**src/source/periph_settings.svh**
```systemverilog
/* Sizes, slot numbers and interrupt source numbers for the whole subsystem.
   Source 0 is reserved and must stay tied to zero. */
`ifndef PERIPH_SETTINGS_SVH
`define PERIPH_SETTINGS_SVH

`define PERIPH_GPIO_W        8
`define PERIPH_NUM_EXT_IRQ   6
`define PERIPH_NUM_IRQ       16
`define PERIPH_IRQ_ID_W      4

// Interrupt source map
`define PERIPH_GPIO_IRQ_BASE 1
`define PERIPH_TIMER_IRQ     9
`define PERIPH_EXT_IRQ_BASE  10

// Register bus slots, decoded from address bits 11..8
`define PERIPH_SLOT_IRQ      0
`define PERIPH_SLOT_GPIO     1
`define PERIPH_SLOT_TIMER    2
`define PERIPH_NUM_SLOTS     3

`endif

```
**src/source/periph_pkg.sv**
```systemverilog
/* Bus and register bus types for the peripheral subsystem.
   Only the low 12 address bits reach the register bus. */
package periph_pkg;

  // Slave port request
  typedef struct packed {
    logic        req;
    logic        we;
    logic [3:0]  be;
    logic [31:0] addr;
    logic [31:0] wdata;
  } bus_req_t;

  // Slave port response
  typedef struct packed {
    logic        gnt;
    logic        rvalid;
    logic        err;
    logic [31:0] rdata;
  } bus_rsp_t;

  typedef struct packed {
    logic [3:0] slot;
    logic [5:0] idx;
    logic [1:0] offset;
  } reg_addr_fields_t;

  // Same 12 bits, raw for the bridge or split for the decoders
  typedef union packed {
    logic [11:0]      raw;
    reg_addr_fields_t f;
  } reg_addr_u;

  typedef struct packed {
    logic        valid;
    logic        write;
    reg_addr_u   addr;
    logic [31:0] wdata;
    logic [3:0]  wstrb;
  } reg_req_t;

  typedef struct packed {
    logic [31:0] rdata;
    logic        error;
  } reg_rsp_t;

  // Expands byte strobes into a bit mask
  function automatic logic [31:0] strb_to_mask(logic [3:0] strb);
    return {{8{strb[3]}}, {8{strb[2]}}, {8{strb[1]}}, {8{strb[0]}}};
  endfunction

endpackage

```
**src/source/bus_to_reg.sv**
```systemverilog
/* Every request is granted on arrival; the register bus must answer in the
   same cycle. rvalid follows gnt by exactly one clock, no back-pressure. */
`timescale 1ns/1ps

module bus_to_reg (
  input  logic                 clk_i,
  input  logic                 arst_n_i,
  input  periph_pkg::bus_req_t bus_req_i,
  output periph_pkg::bus_rsp_t bus_rsp_o,
  output periph_pkg::reg_req_t reg_req_o,
  input  periph_pkg::reg_rsp_t reg_rsp_i
);

  logic        rvalid_q;
  logic        err_q;
  logic [31:0] rdata_q;

  always_comb begin
    reg_req_o.valid    = bus_req_i.req;
    reg_req_o.write    = bus_req_i.we;
    reg_req_o.addr.raw = bus_req_i.addr[11:0];
    reg_req_o.wdata    = bus_req_i.wdata;
    reg_req_o.wstrb    = bus_req_i.be;
  end

  always_ff @(posedge clk_i or negedge arst_n_i) begin
    if (!arst_n_i) begin
      rvalid_q <= 1'b0;
      err_q    <= 1'b0;
    end else begin
      rvalid_q <= bus_req_i.req;
      if (bus_req_i.req) begin
        err_q <= reg_rsp_i.error;
      end
    end
  end

  // Captured along with the grant
  always_ff @(posedge clk_i) begin
    if (bus_req_i.req) begin
      rdata_q <= reg_rsp_i.rdata;
    end
  end

  always_comb begin
    bus_rsp_o.gnt    = bus_req_i.req;
    bus_rsp_o.rvalid = rvalid_q;
    bus_rsp_o.err    = err_q;
    bus_rsp_o.rdata  = rdata_q;
  end

  // No response without a grant one cycle earlier
  rvalid_after_gnt: assert property (
    @(posedge clk_i) disable iff (!arst_n_i)
    bus_rsp_o.rvalid |-> $past(bus_rsp_o.gnt)
  );

endmodule

```
**src/source/gpio_ctrl.sv**
```systemverilog
/* Pins pass a two-flop synchronizer before IN and the edge detector.
   Rising-edge status is sticky until cleared by writing one. */
`timescale 1ns/1ps
`include "periph_settings.svh"

module gpio_ctrl (
  input  logic                      clk_i,
  input  logic                      arst_n_i,
  input  periph_pkg::reg_req_t      reg_req_i,
  output periph_pkg::reg_rsp_t      reg_rsp_o,
  input  logic [`PERIPH_GPIO_W-1:0] gpio_i,
  output logic [`PERIPH_GPIO_W-1:0] gpio_o,
  output logic [`PERIPH_GPIO_W-1:0] gpio_oe_o,
  output logic [`PERIPH_GPIO_W-1:0] gpio_irq_o
);

  logic [`PERIPH_GPIO_W-1:0] out_q;
  logic [`PERIPH_GPIO_W-1:0] oe_q;
  logic [`PERIPH_GPIO_W-1:0] sync1_q;
  logic [`PERIPH_GPIO_W-1:0] sync2_q;
  logic [`PERIPH_GPIO_W-1:0] prev_q;
  logic [`PERIPH_GPIO_W-1:0] intr_en_q;
  logic [`PERIPH_GPIO_W-1:0] status_q;
  logic [`PERIPH_GPIO_W-1:0] wbits;
  logic [`PERIPH_GPIO_W-1:0] wmask;
  logic [`PERIPH_GPIO_W-1:0] rise;
  logic [5:0]                reg_idx;
  logic                      wr_en;

  assign reg_idx = reg_req_i.addr.f.idx;
  assign wr_en   = reg_req_i.valid & reg_req_i.write;
  assign wmask   = `PERIPH_GPIO_W'(periph_pkg::strb_to_mask(reg_req_i.wstrb));
  assign wbits   = reg_req_i.wdata[`PERIPH_GPIO_W-1:0];
  assign rise    = sync2_q & ~prev_q;

  always_ff @(posedge clk_i or negedge arst_n_i) begin
    if (!arst_n_i) begin
      out_q     <= '0;
      oe_q      <= '0;
      sync1_q   <= '0;
      sync2_q   <= '0;
      prev_q    <= '0;
      intr_en_q <= '0;
      status_q  <= '0;
    end else begin
      sync1_q <= gpio_i;
      sync2_q <= sync1_q;
      prev_q  <= sync2_q;
      if (wr_en && reg_idx == 6'd0) out_q <= (out_q & ~wmask) | (wbits & wmask);
      if (wr_en && reg_idx == 6'd1) oe_q <= (oe_q & ~wmask) | (wbits & wmask);
      if (wr_en && reg_idx == 6'd3) intr_en_q <= (intr_en_q & ~wmask) | (wbits & wmask);
      // New edges win over a clear in the same cycle
      if (wr_en && reg_idx == 6'd4) status_q <= (status_q & ~(wbits & wmask)) | rise;
      else status_q <= status_q | rise;
    end
  end

  always_comb begin
    reg_rsp_o.error = 1'b0;
    case (reg_idx)
      6'd0:    reg_rsp_o.rdata = 32'(out_q);
      6'd1:    reg_rsp_o.rdata = 32'(oe_q);
      6'd2:    reg_rsp_o.rdata = 32'(sync2_q);
      6'd3:    reg_rsp_o.rdata = 32'(intr_en_q);
      6'd4:    reg_rsp_o.rdata = 32'(status_q);
      default: reg_rsp_o.rdata = '0;
    endcase
  end

  assign gpio_o     = out_q;
  assign gpio_oe_o  = oe_q;
  assign gpio_irq_o = status_q & intr_en_q;

endmodule

```
**src/source/irq_ctrl.sv**
```systemverilog
/* Level interrupt gateway without priorities: the lowest pending enabled
   source wins a claim. Source 0 means none and must be tied low outside. */
`timescale 1ns/1ps
`include "periph_settings.svh"

module irq_ctrl (
  input  logic                       clk_i,
  input  logic                       arst_n_i,
  input  periph_pkg::reg_req_t       reg_req_i,
  output periph_pkg::reg_rsp_t       reg_rsp_o,
  input  logic [`PERIPH_NUM_IRQ-1:0] irq_src_i,
  output logic                       irq_o,
  output logic                       msip_o
);

  logic [`PERIPH_NUM_IRQ-1:0]  enable_q;
  logic [`PERIPH_NUM_IRQ-1:0]  pending_q;
  logic [`PERIPH_NUM_IRQ-1:0]  in_service_q;
  logic                        msip_q;
  logic [`PERIPH_NUM_IRQ-1:0]  active;
  logic [`PERIPH_NUM_IRQ-1:0]  claim_set;
  logic [`PERIPH_NUM_IRQ-1:0]  complete_clr;
  logic [`PERIPH_IRQ_ID_W-1:0] claim_id;
  logic [5:0]                  reg_idx;
  logic [31:0]                 wmask;
  logic                        wr_en;
  logic                        rd_claim;

  assign reg_idx  = reg_req_i.addr.f.idx;
  assign wmask    = periph_pkg::strb_to_mask(reg_req_i.wstrb);
  assign wr_en    = reg_req_i.valid & reg_req_i.write;
  assign rd_claim = reg_req_i.valid & ~reg_req_i.write & (reg_idx == 6'd2);
  assign active   = pending_q & enable_q;

  // Scan down so the lowest active source is kept
  always_comb begin
    claim_id = '0;
    for (int i = `PERIPH_NUM_IRQ - 1; i > 0; i--) begin
      if (active[i]) begin
        claim_id = `PERIPH_IRQ_ID_W'(i);
      end
    end
  end

  assign claim_set = (rd_claim && active != '0) ? (`PERIPH_NUM_IRQ'(1) << claim_id) : '0;
  assign complete_clr = (wr_en && reg_idx == 6'd2 && reg_req_i.wstrb[0]) ?
                        (`PERIPH_NUM_IRQ'(1) << reg_req_i.wdata[`PERIPH_IRQ_ID_W-1:0]) : '0;

  always_ff @(posedge clk_i or negedge arst_n_i) begin
    if (!arst_n_i) begin
      enable_q     <= '0;
      pending_q    <= '0;
      in_service_q <= '0;
      msip_q       <= 1'b0;
    end else begin
      // A source already in service cannot pend again until completed
      pending_q    <= (pending_q | (irq_src_i & ~in_service_q)) & ~claim_set;
      in_service_q <= (in_service_q | claim_set) & ~complete_clr;
      if (wr_en && reg_idx == 6'd0) begin
        enable_q <= (enable_q & ~wmask[`PERIPH_NUM_IRQ-1:0]) |
                    (reg_req_i.wdata[`PERIPH_NUM_IRQ-1:0] & wmask[`PERIPH_NUM_IRQ-1:0]);
      end
      if (wr_en && reg_idx == 6'd3 && reg_req_i.wstrb[0]) begin
        msip_q <= reg_req_i.wdata[0];
      end
    end
  end

  always_comb begin
    reg_rsp_o.error = 1'b0;
    reg_rsp_o.rdata = '0;
    case (reg_idx)
      6'd0:    reg_rsp_o.rdata = 32'(enable_q);
      6'd1:    reg_rsp_o.rdata = 32'(pending_q);
      6'd2:    reg_rsp_o.rdata = 32'(claim_id);
      6'd3:    reg_rsp_o.rdata = {31'b0, msip_q};
      default: reg_rsp_o.rdata = '0;
    endcase
  end

  assign irq_o  = |active;
  assign msip_o = msip_q;

  // Source 0 is reserved for "nothing to claim"
  src0_never_pending: assert property (
    @(posedge clk_i) disable iff (!arst_n_i) !pending_q[0]
  );

endmodule

```
**src/source/periph_subsystem.sv**
```systemverilog
/* Peripheral subsystem behind one request/grant/valid slave port.
   Slot in address bits 11..8; upper address bits are not decoded. */
`timescale 1ns/1ps
`include "periph_settings.svh"

module periph_subsystem (
  input  logic                          clk_i,
  input  logic                          arst_n_i,
  input  periph_pkg::bus_req_t          bus_req_i,
  output periph_pkg::bus_rsp_t          bus_rsp_o,
  input  logic [`PERIPH_NUM_EXT_IRQ-1:0] irq_ext_i,
  output logic                          irq_o,
  output logic                          msip_o,
  input  logic [`PERIPH_GPIO_W-1:0]     gpio_i,
  output logic [`PERIPH_GPIO_W-1:0]     gpio_o,
  output logic [`PERIPH_GPIO_W-1:0]     gpio_oe_o,
  output logic                          timer_irq_o
);

  periph_pkg::reg_req_t      periph_req;
  periph_pkg::reg_rsp_t      periph_rsp;
  periph_pkg::reg_req_t      irq_req;
  periph_pkg::reg_rsp_t      irq_rsp;
  periph_pkg::reg_req_t      gpio_req;
  periph_pkg::reg_rsp_t      gpio_rsp;
  periph_pkg::reg_req_t      timer_req;
  periph_pkg::reg_rsp_t      timer_rsp;
  logic [`PERIPH_GPIO_W-1:0] gpio_irq;
  logic [`PERIPH_NUM_IRQ-1:0] irq_src;

  // Source 0 stays low, it reads as "no interrupt" on a claim
  assign irq_src[0] = 1'b0;
  assign irq_src[`PERIPH_GPIO_IRQ_BASE +: `PERIPH_GPIO_W] = gpio_irq;
  assign irq_src[`PERIPH_TIMER_IRQ] = timer_irq_o;
  assign irq_src[`PERIPH_EXT_IRQ_BASE +: `PERIPH_NUM_EXT_IRQ] = irq_ext_i;

  bus_to_reg bus_to_reg_i (
    .clk_i,
    .arst_n_i,
    .bus_req_i,
    .bus_rsp_o,
    .reg_req_o (periph_req),
    .reg_rsp_i (periph_rsp)
  );

  reg_demux reg_demux_i (
    .reg_req_i   (periph_req),
    .reg_rsp_o   (periph_rsp),
    .irq_req_o   (irq_req),
    .gpio_req_o  (gpio_req),
    .timer_req_o (timer_req),
    .irq_rsp_i   (irq_rsp),
    .gpio_rsp_i  (gpio_rsp),
    .timer_rsp_i (timer_rsp)
  );

  irq_ctrl irq_ctrl_i (
    .clk_i,
    .arst_n_i,
    .reg_req_i (irq_req),
    .reg_rsp_o (irq_rsp),
    .irq_src_i (irq_src),
    .irq_o,
    .msip_o
  );

  gpio_ctrl gpio_ctrl_i (
    .clk_i,
    .arst_n_i,
    .reg_req_i  (gpio_req),
    .reg_rsp_o  (gpio_rsp),
    .gpio_i,
    .gpio_o,
    .gpio_oe_o,
    .gpio_irq_o (gpio_irq)
  );

  tick_timer tick_timer_i (
    .clk_i,
    .arst_n_i,
    .reg_req_i (timer_req),
    .reg_rsp_o (timer_rsp),
    .timer_irq_o
  );

endmodule

```
**src/source/reg_demux.sv**
```systemverilog
/* Routes register accesses by the slot field. Slots beyond the mapped ones
   answer error with zero data, and their writes are dropped. */
`timescale 1ns/1ps
`include "periph_settings.svh"

module reg_demux (
  input  periph_pkg::reg_req_t reg_req_i,
  output periph_pkg::reg_rsp_t reg_rsp_o,
  output periph_pkg::reg_req_t irq_req_o,
  output periph_pkg::reg_req_t gpio_req_o,
  output periph_pkg::reg_req_t timer_req_o,
  input  periph_pkg::reg_rsp_t irq_rsp_i,
  input  periph_pkg::reg_rsp_t gpio_rsp_i,
  input  periph_pkg::reg_rsp_t timer_rsp_i
);

  logic [3:0]                   slot;
  logic [`PERIPH_NUM_SLOTS-1:0] sel;

  assign slot = reg_req_i.addr.f.slot;

  always_comb begin
    sel                     = '0;
    sel[`PERIPH_SLOT_IRQ]   = (slot == `PERIPH_SLOT_IRQ);
    sel[`PERIPH_SLOT_GPIO]  = (slot == `PERIPH_SLOT_GPIO);
    sel[`PERIPH_SLOT_TIMER] = (slot == `PERIPH_SLOT_TIMER);
  end

  // Payload goes everywhere, valid only to the selected slot
  always_comb begin
    irq_req_o         = reg_req_i;
    irq_req_o.valid   = reg_req_i.valid & sel[`PERIPH_SLOT_IRQ];
    gpio_req_o        = reg_req_i;
    gpio_req_o.valid  = reg_req_i.valid & sel[`PERIPH_SLOT_GPIO];
    timer_req_o       = reg_req_i;
    timer_req_o.valid = reg_req_i.valid & sel[`PERIPH_SLOT_TIMER];
  end

  always_comb begin
    reg_rsp_o.rdata = '0;
    reg_rsp_o.error = 1'b1;
    case (slot)
      `PERIPH_SLOT_IRQ:   reg_rsp_o = irq_rsp_i;
      `PERIPH_SLOT_GPIO:  reg_rsp_o = gpio_rsp_i;
      `PERIPH_SLOT_TIMER: reg_rsp_o = timer_rsp_i;
      default: begin
        reg_rsp_o.rdata = '0;
        reg_rsp_o.error = 1'b1;
      end
    endcase
  end

  // Never more than one peripheral sees an access
  one_target: assert final (
    $onehot0({irq_req_o.valid, gpio_req_o.valid, timer_req_o.valid})
  );

endmodule

```
**src/source/tick_timer.sv**
```systemverilog
/* 32-bit counter, wraps silently. The interrupt is a level that stays high
   while COUNT >= COMPARE; raise COMPARE or rewrite COUNT to drop it. */
`timescale 1ns/1ps

module tick_timer (
  input  logic                 clk_i,
  input  logic                 arst_n_i,
  input  periph_pkg::reg_req_t reg_req_i,
  output periph_pkg::reg_rsp_t reg_rsp_o,
  output logic                 timer_irq_o
);

  logic [31:0] count_q;
  logic [31:0] compare_q;
  logic        cnt_en_q;
  logic        irq_en_q;
  logic [31:0] wmask;
  logic [5:0]  reg_idx;
  logic        wr_en;

  assign reg_idx = reg_req_i.addr.f.idx;
  assign wr_en   = reg_req_i.valid & reg_req_i.write;
  assign wmask   = periph_pkg::strb_to_mask(reg_req_i.wstrb);

  always_ff @(posedge clk_i or negedge arst_n_i) begin
    if (!arst_n_i) begin
      count_q   <= '0;
      compare_q <= '0;
      cnt_en_q  <= 1'b0;
      irq_en_q  <= 1'b0;
    end else begin
      // Software write takes the place of the increment
      if (wr_en && reg_idx == 6'd0) begin
        count_q <= (count_q & ~wmask) | (reg_req_i.wdata & wmask);
      end else if (cnt_en_q) begin
        count_q <= count_q + 32'd1;
      end
      if (wr_en && reg_idx == 6'd1) begin
        compare_q <= (compare_q & ~wmask) | (reg_req_i.wdata & wmask);
      end
      if (wr_en && reg_idx == 6'd2 && reg_req_i.wstrb[0]) begin
        cnt_en_q <= reg_req_i.wdata[0];
        irq_en_q <= reg_req_i.wdata[1];
      end
    end
  end

  always_comb begin
    reg_rsp_o.error = 1'b0;
    case (reg_idx)
      6'd0:    reg_rsp_o.rdata = count_q;
      6'd1:    reg_rsp_o.rdata = compare_q;
      6'd2:    reg_rsp_o.rdata = {30'b0, irq_en_q, cnt_en_q};
      default: reg_rsp_o.rdata = '0;
    endcase
  end

  assign timer_irq_o = irq_en_q & (count_q >= compare_q);

endmodule

```
**config.mk**
```make
export PLATFORM = sky130hd
export DESIGN_NAME = periph_subsystem
export DESIGN_NICKNAME = d
export VERILOG_FILES = /design/src/source/periph_pkg.sv /design/src/source/bus_to_reg.sv /design/src/source/gpio_ctrl.sv /design/src/source/irq_ctrl.sv /design/src/source/periph_subsystem.sv /design/src/source/reg_demux.sv /design/src/source/tick_timer.sv
export VERILOG_INCLUDE_DIRS = /design/src /design/src/source
export SDC_FILE = /design/constraint.sdc
export NUM_CORES = 1
export LEC_CHECK = 0
export BUFFER_PORTS_ARGS = -buffer_cell sky130_fd_sc_hd__buf_2
export CAP_MARGIN = 20
export CORE_UTILIZATION = 54
export CTS_CLUSTER_SIZE = 25
export DETAILED_ROUTE_END_ITERATION = 8
export PLACE_DENSITY = 0.87
export SYNTH_ARGS = -nofsm -noshare
export SYNTH_HDL_FRONTEND = slang
export SYNTH_HIERARCHICAL = 1
export SYNTH_SLANG_ARGS = --single-unit
export TNS_END_PERCENT = 1
```
**constraint.sdc**
```tcl
create_clock -name clk_i -period 2.1 [get_ports clk_i]
set_input_delay 0.315 -clock clk_i [delete_from_list [all_inputs] [get_ports clk_i]]
set_output_delay 0.315 -clock clk_i [all_outputs]
set_load 0.01 [all_outputs]
```
Yosys cells after proc, flatten, opt, wreduce, memory -nomap -nowiden
Cells that the tools add are included.
Widths: inputs -> output; s select.
{"block": "word_totals", "regBits": 205, "out_inout_bits": 54, "word_cells": 115}
{"block": "classes", "n_addsub": 1, "order_cmp": 1, "eq_ne": 6, "n_shift": 2, "mux": 24, "bitwise": 44, "reduce_logical": 19}
{"cell": "$pmux 33 s3", "count": 1}
{"cell": "$and 16x16->16", "count": 6}
{"cell": "$and 32x32->32", "count": 3}
{"cell": "$pmux 32 s3", "count": 1}
{"cell": "$mux 32", "count": 2}
{"cell": "$not 16->16", "count": 4}
{"cell": "$or 32x32->32", "count": 2}
{"cell": "$pmux 16 s4", "count": 1}
{"cell": "$mux 4", "count": 15}
{"cell": "$and 8x8->8", "count": 7}
{"cell": "$or 16x16->16", "count": 3}
{"cell": "$or 8x8->8", "count": 5}
{"cell": "$pmux 8 s5", "count": 1}
{"cell": "$add 32x1->32 const B", "count": 1}
{"cell": "$ge 32x32->1", "count": 1}
{"cell": "$mux 16", "count": 2}
{"cell": "$not 32->32", "count": 1}
{"cell": "$shl 1x4->16 const A", "count": 2}
{"cell": "$not 8->8", "count": 3}
{"cell": "$reduce_bool 16->1", "count": 1}
{"cell": "$reduce_or 16->1", "count": 1}
{"cell": "$logic_and 1x1->1", "count": 14}
{"cell": "$eq 6x2->1 const B", "count": 2}
{"cell": "$and 1x1->1", "count": 9}
{"cell": "9 further kinds", "count": 9}

Depth between registers and ports, before layout
Gate-level depths: netlist of run 1.
{"block": "depth", "depth_word": 20, "ltp_mapped": 11}

By module
The synthesis of run 1 kept the hierarchy.
{"mod": "tick_timer", "n_inst": 1, "cells_per_inst": 538, "area_per_inst_um2": 4648.2}
{"mod": "irq_ctrl", "n_inst": 1, "cells_per_inst": 286, "area_per_inst_um2": 2857.7}
{"mod": "gpio_ctrl", "n_inst": 1, "cells_per_inst": 191, "area_per_inst_um2": 2477.4}
{"mod": "reg_demux", "n_inst": 1, "cells_per_inst": 231, "area_per_inst_um2": 2047.0}
{"mod": "bus_to_reg", "n_inst": 1, "cells_per_inst": 88, "area_per_inst_um2": 1423.9}
{"mod": "periph_subsystem", "n_inst": 1, "cells_per_inst": 1, "area_per_inst_um2": 3.8}

Worst setup path after synthesis of run 1
No wires, ideal clock.
{"block": "synth_path", "path_type": "input to register", "from": "in bus_req_i[40] (netlist name)", "to": "reg irq_ctrl_i.in_service_q[0]", "arrival_time_ps": 2433, "path_slack_ps": -399, "path_stages": 10, "path_buffers": 2, "path_cell_list": "buf_4 > or3_1 > clkbuf_1 > nor3b_1 > and4bb_2 > nand4_1 > o22ai_2 > a21bo_2 > a211oi_2 > o32a_1"}
{"element": "start, declared", "line": "periph_subsystem.sv:9", "source": "input periph_pkg::bus_req_t bus_req_i,"}
{"element": "end signal, assigned", "line": "irq_ctrl.sv:58", "source": "in_service_q <= (in_service_q | claim_set) & ~complete_clr;"}
{"element": "end, declared", "line": "irq_ctrl.sv:18", "source": "logic [`PERIPH_NUM_IRQ-1:0] in_service_q;"}

==> results.json, run 1 <==
{
  "rr_endpoint": "irq_ctrl_i/pending_q[9]$_DFF_PN0_",
  "wl_per_cell_um": 20.74,
  "ios": 140,
  "syn_area_um2": 12970,
  "post-cts-setup-buffer-count": 0,
  "drive_above_1_share_pct": 35.01,
  "critPathMaxStageDelay_ns": 0.44,
  "setup_viol": 6,
  "crit_slowest_cell": "a2111oi_4",
  "p_total_mw": 10.06,
  "required_ns": 1.78,
  "placementRows": 56,
  "nFillCells": 1742,
  "crit_fanout": 2,
  "io_buffer_count": 117,
  "grt_max_degree": 46,
  "post-place-cells": 1719,
  "first_global_vias": 10840,
  "reg2regPathDepth": 10,
  "worstSetupPathType": "reg2out",
  "dp_hpwl_um": 26160,
  "grt_overflow": 0,
  "min-delay-start": "bus_req_i[16]",
  "slew_viol_final": 0,
  "fmax_mhz": 356.5,
  "numCtsBuffers": 23,
  "clock-sinks": 205,
  "drt-total-wl_um": 36720,
  "cp-end-kind": "primary output",
  "leakagePower_nw": 7.060,
  "drc": 0,
  "failed_checks": "negative setup slack",
  "critPathArrivalTime_ns": 2.49,
  "postSynthCellCount": 1270,
  "areaGrowthSynthToFinish_pct": 17.73,
  "diodes": 0,
  "hold-worst-slack_ns": 0.008319,
  "die_h_um": 157.0,
  "crit_chain": "inv_1 -> ha_1 -> o21a_1 -> o21ai_1 -> a211oi_2 -> a2111oi_4 -> o21ai_4 -> buf_2",
  "min_period_ns": 2.805,
  "skew_ns": 0.02067,
  "min_path_cells": 3,
  "cts_tree": "built",
  "clk_latency_ns": 0.54,
  "outcome": "finished, violations left",
  "relSlewSlack_pct": 53.52,
  "final.setup.worst_slack_ns": -0.7050,
  "via_per_inst": 5.997,
  "cts_buffer_depth": 3,
  "drt_first_pass_iters": 7,
  "fin_crit_sh_pct": 133.6,
  "dieWidth_um": 157.0,
  "r2r_slack_ns": -0.11,
  "clockRootBuffer": "clkbuf_16",
  "drt_iter0_markers": 968,
  "fp.dieArea_um2": 24640,
  "start_kind": "flop",
  "routabilityCongestion": 0.9671,
  "postPlaceCellArea_um2": 14170,
  "worst_setup_hold_path_clk_slew_ns": 0.06,
  "grtUsageTotal_pct": 29.91,
  "cap_violations": 0,
  "grt_pass1_wl_um": 57010,
  "stdcell_area_um2": 15270,
  "ir_drop_v": 0.0007350,
  "hold_viol": 0,
  "tightest_slew_ns": 0.6957,
  "via_count": 10620,
  "cellPowerDensity_nw_per_um2": 659.1,
  "holdCritPathClass": "in2reg",
  "start_util_pct": 55.09,
  "syn_avg_cell_area_um2": 10.21,
  "nets": 1553,
  "core_area_um2": 23540,
  "cts_max_level": 1,
  "antenna_found_initial": 0,
  "yosysWarnings": 6,
  "rsz0062_at_grt": "yes",
  "drtAntennaViolNets": 0,
  "finalNonFillerCells": 1770
}
layout make-up:
| cell class | count | area [µm²] | area share, % |
|---|---|---|---|
| Clock buffer | 33 | 705.7 | 4.621 |
| Clock inverter | 9 | 101.3 | 0.6637 |
| Inverter | 67 | 251.5 | 1.647 |
| Multi-Input combinational cell | 811 | 6206 | 40.64 |
| Sequential cell | 205 | 5290 | 34.64 |
| Tap cell | 319 | 399.1 | 2.614 |
| Timing Repair Buffer | 326 | 2316 | 15.17 |
cells in the final DEF (no fill, tap or decap), types with 25 or more instances in the layout:
cell	n
clkbuf_16	25
nand3_1	28
mux2i_1	78
dfrtp_1	173
a21oi_1	59
nand4_1	26
nand2_1	73
inv_1	66
nor2_1	81
a22o_1	32
conb_1	44
ha_1	32
buf_2	116
o2bb2ai_2	30
edfxtp_1	32
mux2_2	57
buf_4	188
worst max path at each step:
stage | end | slack, ns | cells after the start
final | timer_irq_o | -0.70 | 8
after global routing | timer_irq_o | -0.75 | 8
after CTS | timer_irq_o | -0.65 | 8
after detailed placement | timer_irq_o | -0.60 | 8
after global placement | irq_ctrl_i/pending_q[9]$_DFF_PN0_ | -0.38 | 10
after floorplan | irq_ctrl_i/in_service_q[0]$_DFF_PN0_ | -0.19 | 10
metal layers:
layer | wire, µm | vias up | global-route usage (%)
met3 | 2899 | 164 | 4.928
met1 | 13730 | 5118 | 35.21
met5 | 0 | - | 0
li1 | - | 4731 | -
met4 | 2188 | 0 | 16.90
met2 | 17900 | 602 | 51.79
critical path: cells and delay by family (launching register included):
kind	cells	cell delay [ns]
flip-flops	1	0.37
adder cells (fa/ha/maj)	1	0.27
buffers and inverters	2	0.22
AO/OA/AOI/OAI	5	1.10
through the flow:
step | util (%) | worst slack (ns) | TNS, ns
3_3_place_gp | 60.18 | -0.3838 | -15.26
2_1_floorplan | - | -0.1919 | -10.81
3_5_place_dp | 60.18 | -0.6000 | -19.12
4_1_cts | 64.37 | -0.6523 | -1.027
5_1_grt | 64.86 | -0.7490 | -1.750
6_report | 64.86 | -0.7050 | -1.260
what timing repair did:
item	4_1_cts	5_1_grt
hold endpoints to repair	49	0
hold buffers	9	0
setup endpoints to repair	12	35
resized for setup	22	27
pin swaps	7	10
power by group:
part	switching [mW]	leakage (nW)	total (mW)	internal, mW
Clock	1.75	0.380	4.23	2.49
Sequential	0.106	2.42	4.29	4.18
Combinational	0.880	4.26	1.54	0.664
Total	2.73	7.06	10.1	7.33
Power figures use the tool's default switching activity.
==> run 2, diff against run 1 <==
- RECOVER_POWER: unset -> 100
==> run 2 against run 1 <==
The flow still finishes with violations (negative setup slack). Die area is the same. Power shrank 0.49%. Wire length grew 0.10%. Non-clock buffer count unchanged. Clock skew increased by 0.0010 ns. Cell count unchanged. Critical endpoint unchanged. Critical path type unchanged. Count of clock-buffer cells in the layout unchanged. Global-route usage is the same. Largest cell class unchanged.
==> results.json, run 2 (synthesized netlist as in run 1, its figures left out) <==
{
  "outcome": "finished, violations left",
  "failed_checks": "negative setup slack",
  "antenna_found_initial": 0,
  "finalNonFillerCells": 1770,
  "seqPwrFrac_pct": 42.8,
  "via_per_inst": 6.018,
  "dieWidth_um": 157.0,
  "final_cell_mix": "dfrtp_1, buf_4, nor2_1",
  "start_kind": "flop",
  "final.setup.worst_slack_ns": -0.7031,
  "worstSetupPathType": "reg2out",
  "start_util_pct": 55.09,
  "reg2regPathDepth": 8,
  "internal-power_mw": 7.288,
  "drt_iter0_markers": 985,
  "ios": 140,
  "min_period_ns": 2.803,
  "clk_latency_ns": 0.54,
  "clock-sinks": 205,
  "slew_viol_final": 0,
  "io_buffer_count": 117,
  "p_sw_share_pct": 27.23,
  "ir_drop_v": 0.0007391,
  "drt_first_pass_iters": 7,
  "post-cts-setup-buffer-count": 0,
  "nets": 1553,
  "cts_max_level": 1,
  "stdcell_area_um2": 14970,
  "wl_per_cell_um": 20.76,
  "fin_tns_setup_ns": -2.441,
  "fmax_mhz": 356.8,
  "cts_tree": "built",
  "diodes": 0,
  "clockRootBuffer": "clkbuf_16",
  "drtAntennaViolNets": 0,
  "grt_pass1_wl_um": 57010,
  "leakagePower_nw": 6.767,
  "grt_max_degree": 46,
  "drt-total-wl_um": 36750,
  "placementRows": 56,
  "areaGrowthSynthToFinish_pct": 15.42,
  "routabilityCongestion": 0.9671,
  "relSlewSlack_pct": 28.86,
  "fin_crit_sh_pct": 133.5,
  "grt_overflow": 0,
  "cellPowerDensity_nw_per_um2": 669.0,
  "critPathArrivalTime_ns": 2.49,
  "utilization_pct": 63.58,
  "fp.dieArea_um2": 24640,
  "hold_viol": 0,
  "required_ns": 1.78,
  "rsz0062_at_grt": "yes",
  "die_h_um": 157.0,
  "endpoint": "timer_irq_o",
  "drc": 0,
  "numCtsBuffers": 23,
  "hold-worst-slack_ns": 0.006455,
  "cap_violations": 0,
  "dp_hpwl_um": 26160,
  "mostFrequentLayoutCell": "dfrtp_1",
  "worst_setup_hold_path_clk_slew_ns": 0.06,
  "postPlaceCellArea_um2": 14170,
  "r2r_slack_ns": -0.17,
  "first_global_vias": 10840,
  "post-place-cells": 1719,
  "cp-end-kind": "primary output",
  "holdCritPathClass": "in2reg",
  "setup_viol": 29,
  "crit_fanout": 2,
  "drive_above_1_share_pct": 30.05,
  "p_sw_mw": 2.727,
  "skew_ns": 0.02171,
  "tightest_slew_ns": 1.067,
  "via_count": 10650,
  "core_area_um2": 23540,
  "grtUsageTotal_pct": 29.91,
  "comb_power_share_pct": 14.9,
  "clockPowerShare_pct": 42.3,
  "cts_buffer_depth": 3
}
## run 2: timing repair
action,in CTS,in global routing
endpoints found under the setup margin,12,35
gates cloned,0,0
resized for setup,22,27
endpoints found under the hold margin,49,0
hold buffers,9,0
pin swaps,7,10
## run 2: power by group through the flow
stage          logic [mW]  registers, mW  clock network, mW
2_1_floorplan       0.864           4.39                  0
3_3_place_gp         1.28           4.33                  0
3_5_place_dp         1.32           4.34                  0
4_1_cts              1.44           4.28               4.28
5_1_grt              1.59           4.30               4.43
6_report             1.49           4.29               4.24
## run 2: cell type report
class,count,area (µm²)
multi-input combinational,811,6140
clock inverter,9,101.3
inverter,67,251.5
fill,1820,8573
sequential,205,5290
clock buffer,33,705.7
tap,319,399.1
timing repair buffer,326,2082
## run 2: critical path: stages, from the launching register on
cell	delay, ns
dfrtp_1	0.39
inv_2	0.08
ha_4	0.21
a21o_1	0.19
a211oi_2	0.28
o21ai_2	0.11
a2111oi_4	0.39
o21ai_4	0.13
buf_2	0.16
## run 2: worst min path at each step
| stage | startpoint | to | cells after the start |
|---|---|---|---|
| 6_report | bus_req_i[16] | flop | 3 |
| 5_1_grt | bus_req_i[16] | flop | 3 |
| 4_1_cts | bus_req_i[16] | flop | 3 |
| 3_5_place_dp | arst_n_i | gpio_ctrl_i/sync1_q[2]$_DFF_PN0_ | 1 |
| 3_3_place_gp | arst_n_i | gpio_ctrl_i/sync1_q[2]$_DFF_PN0_ | 1 |
| 2_1_floorplan | arst_n_i | bus_to_reg_i/err_q$_DFFE_PN0P_ | 0 |
## run 2: layer usage
metal	part of all wire, %	vias to the layer above	wire [µm]	track usage (%)
met5	0	-	0	0
met3	7.9	178	2887	4.928
met1	37	5168	13600	35.21
met2	49	573	18000	51.79
met4	6.2	0	2271	16.90
li1	-	4732	-	-
## run 2: per-stage QoR
step / power, mW / setup slack [ns]
floorplan: 5.254 / -0.1919
global placement: 5.609 / -0.3838
global route: 10.31 / -0.7490
finish: 10.02 / -0.7031
detailed placement: 5.662 / -0.6000
CTS: 10.00 / -0.6523
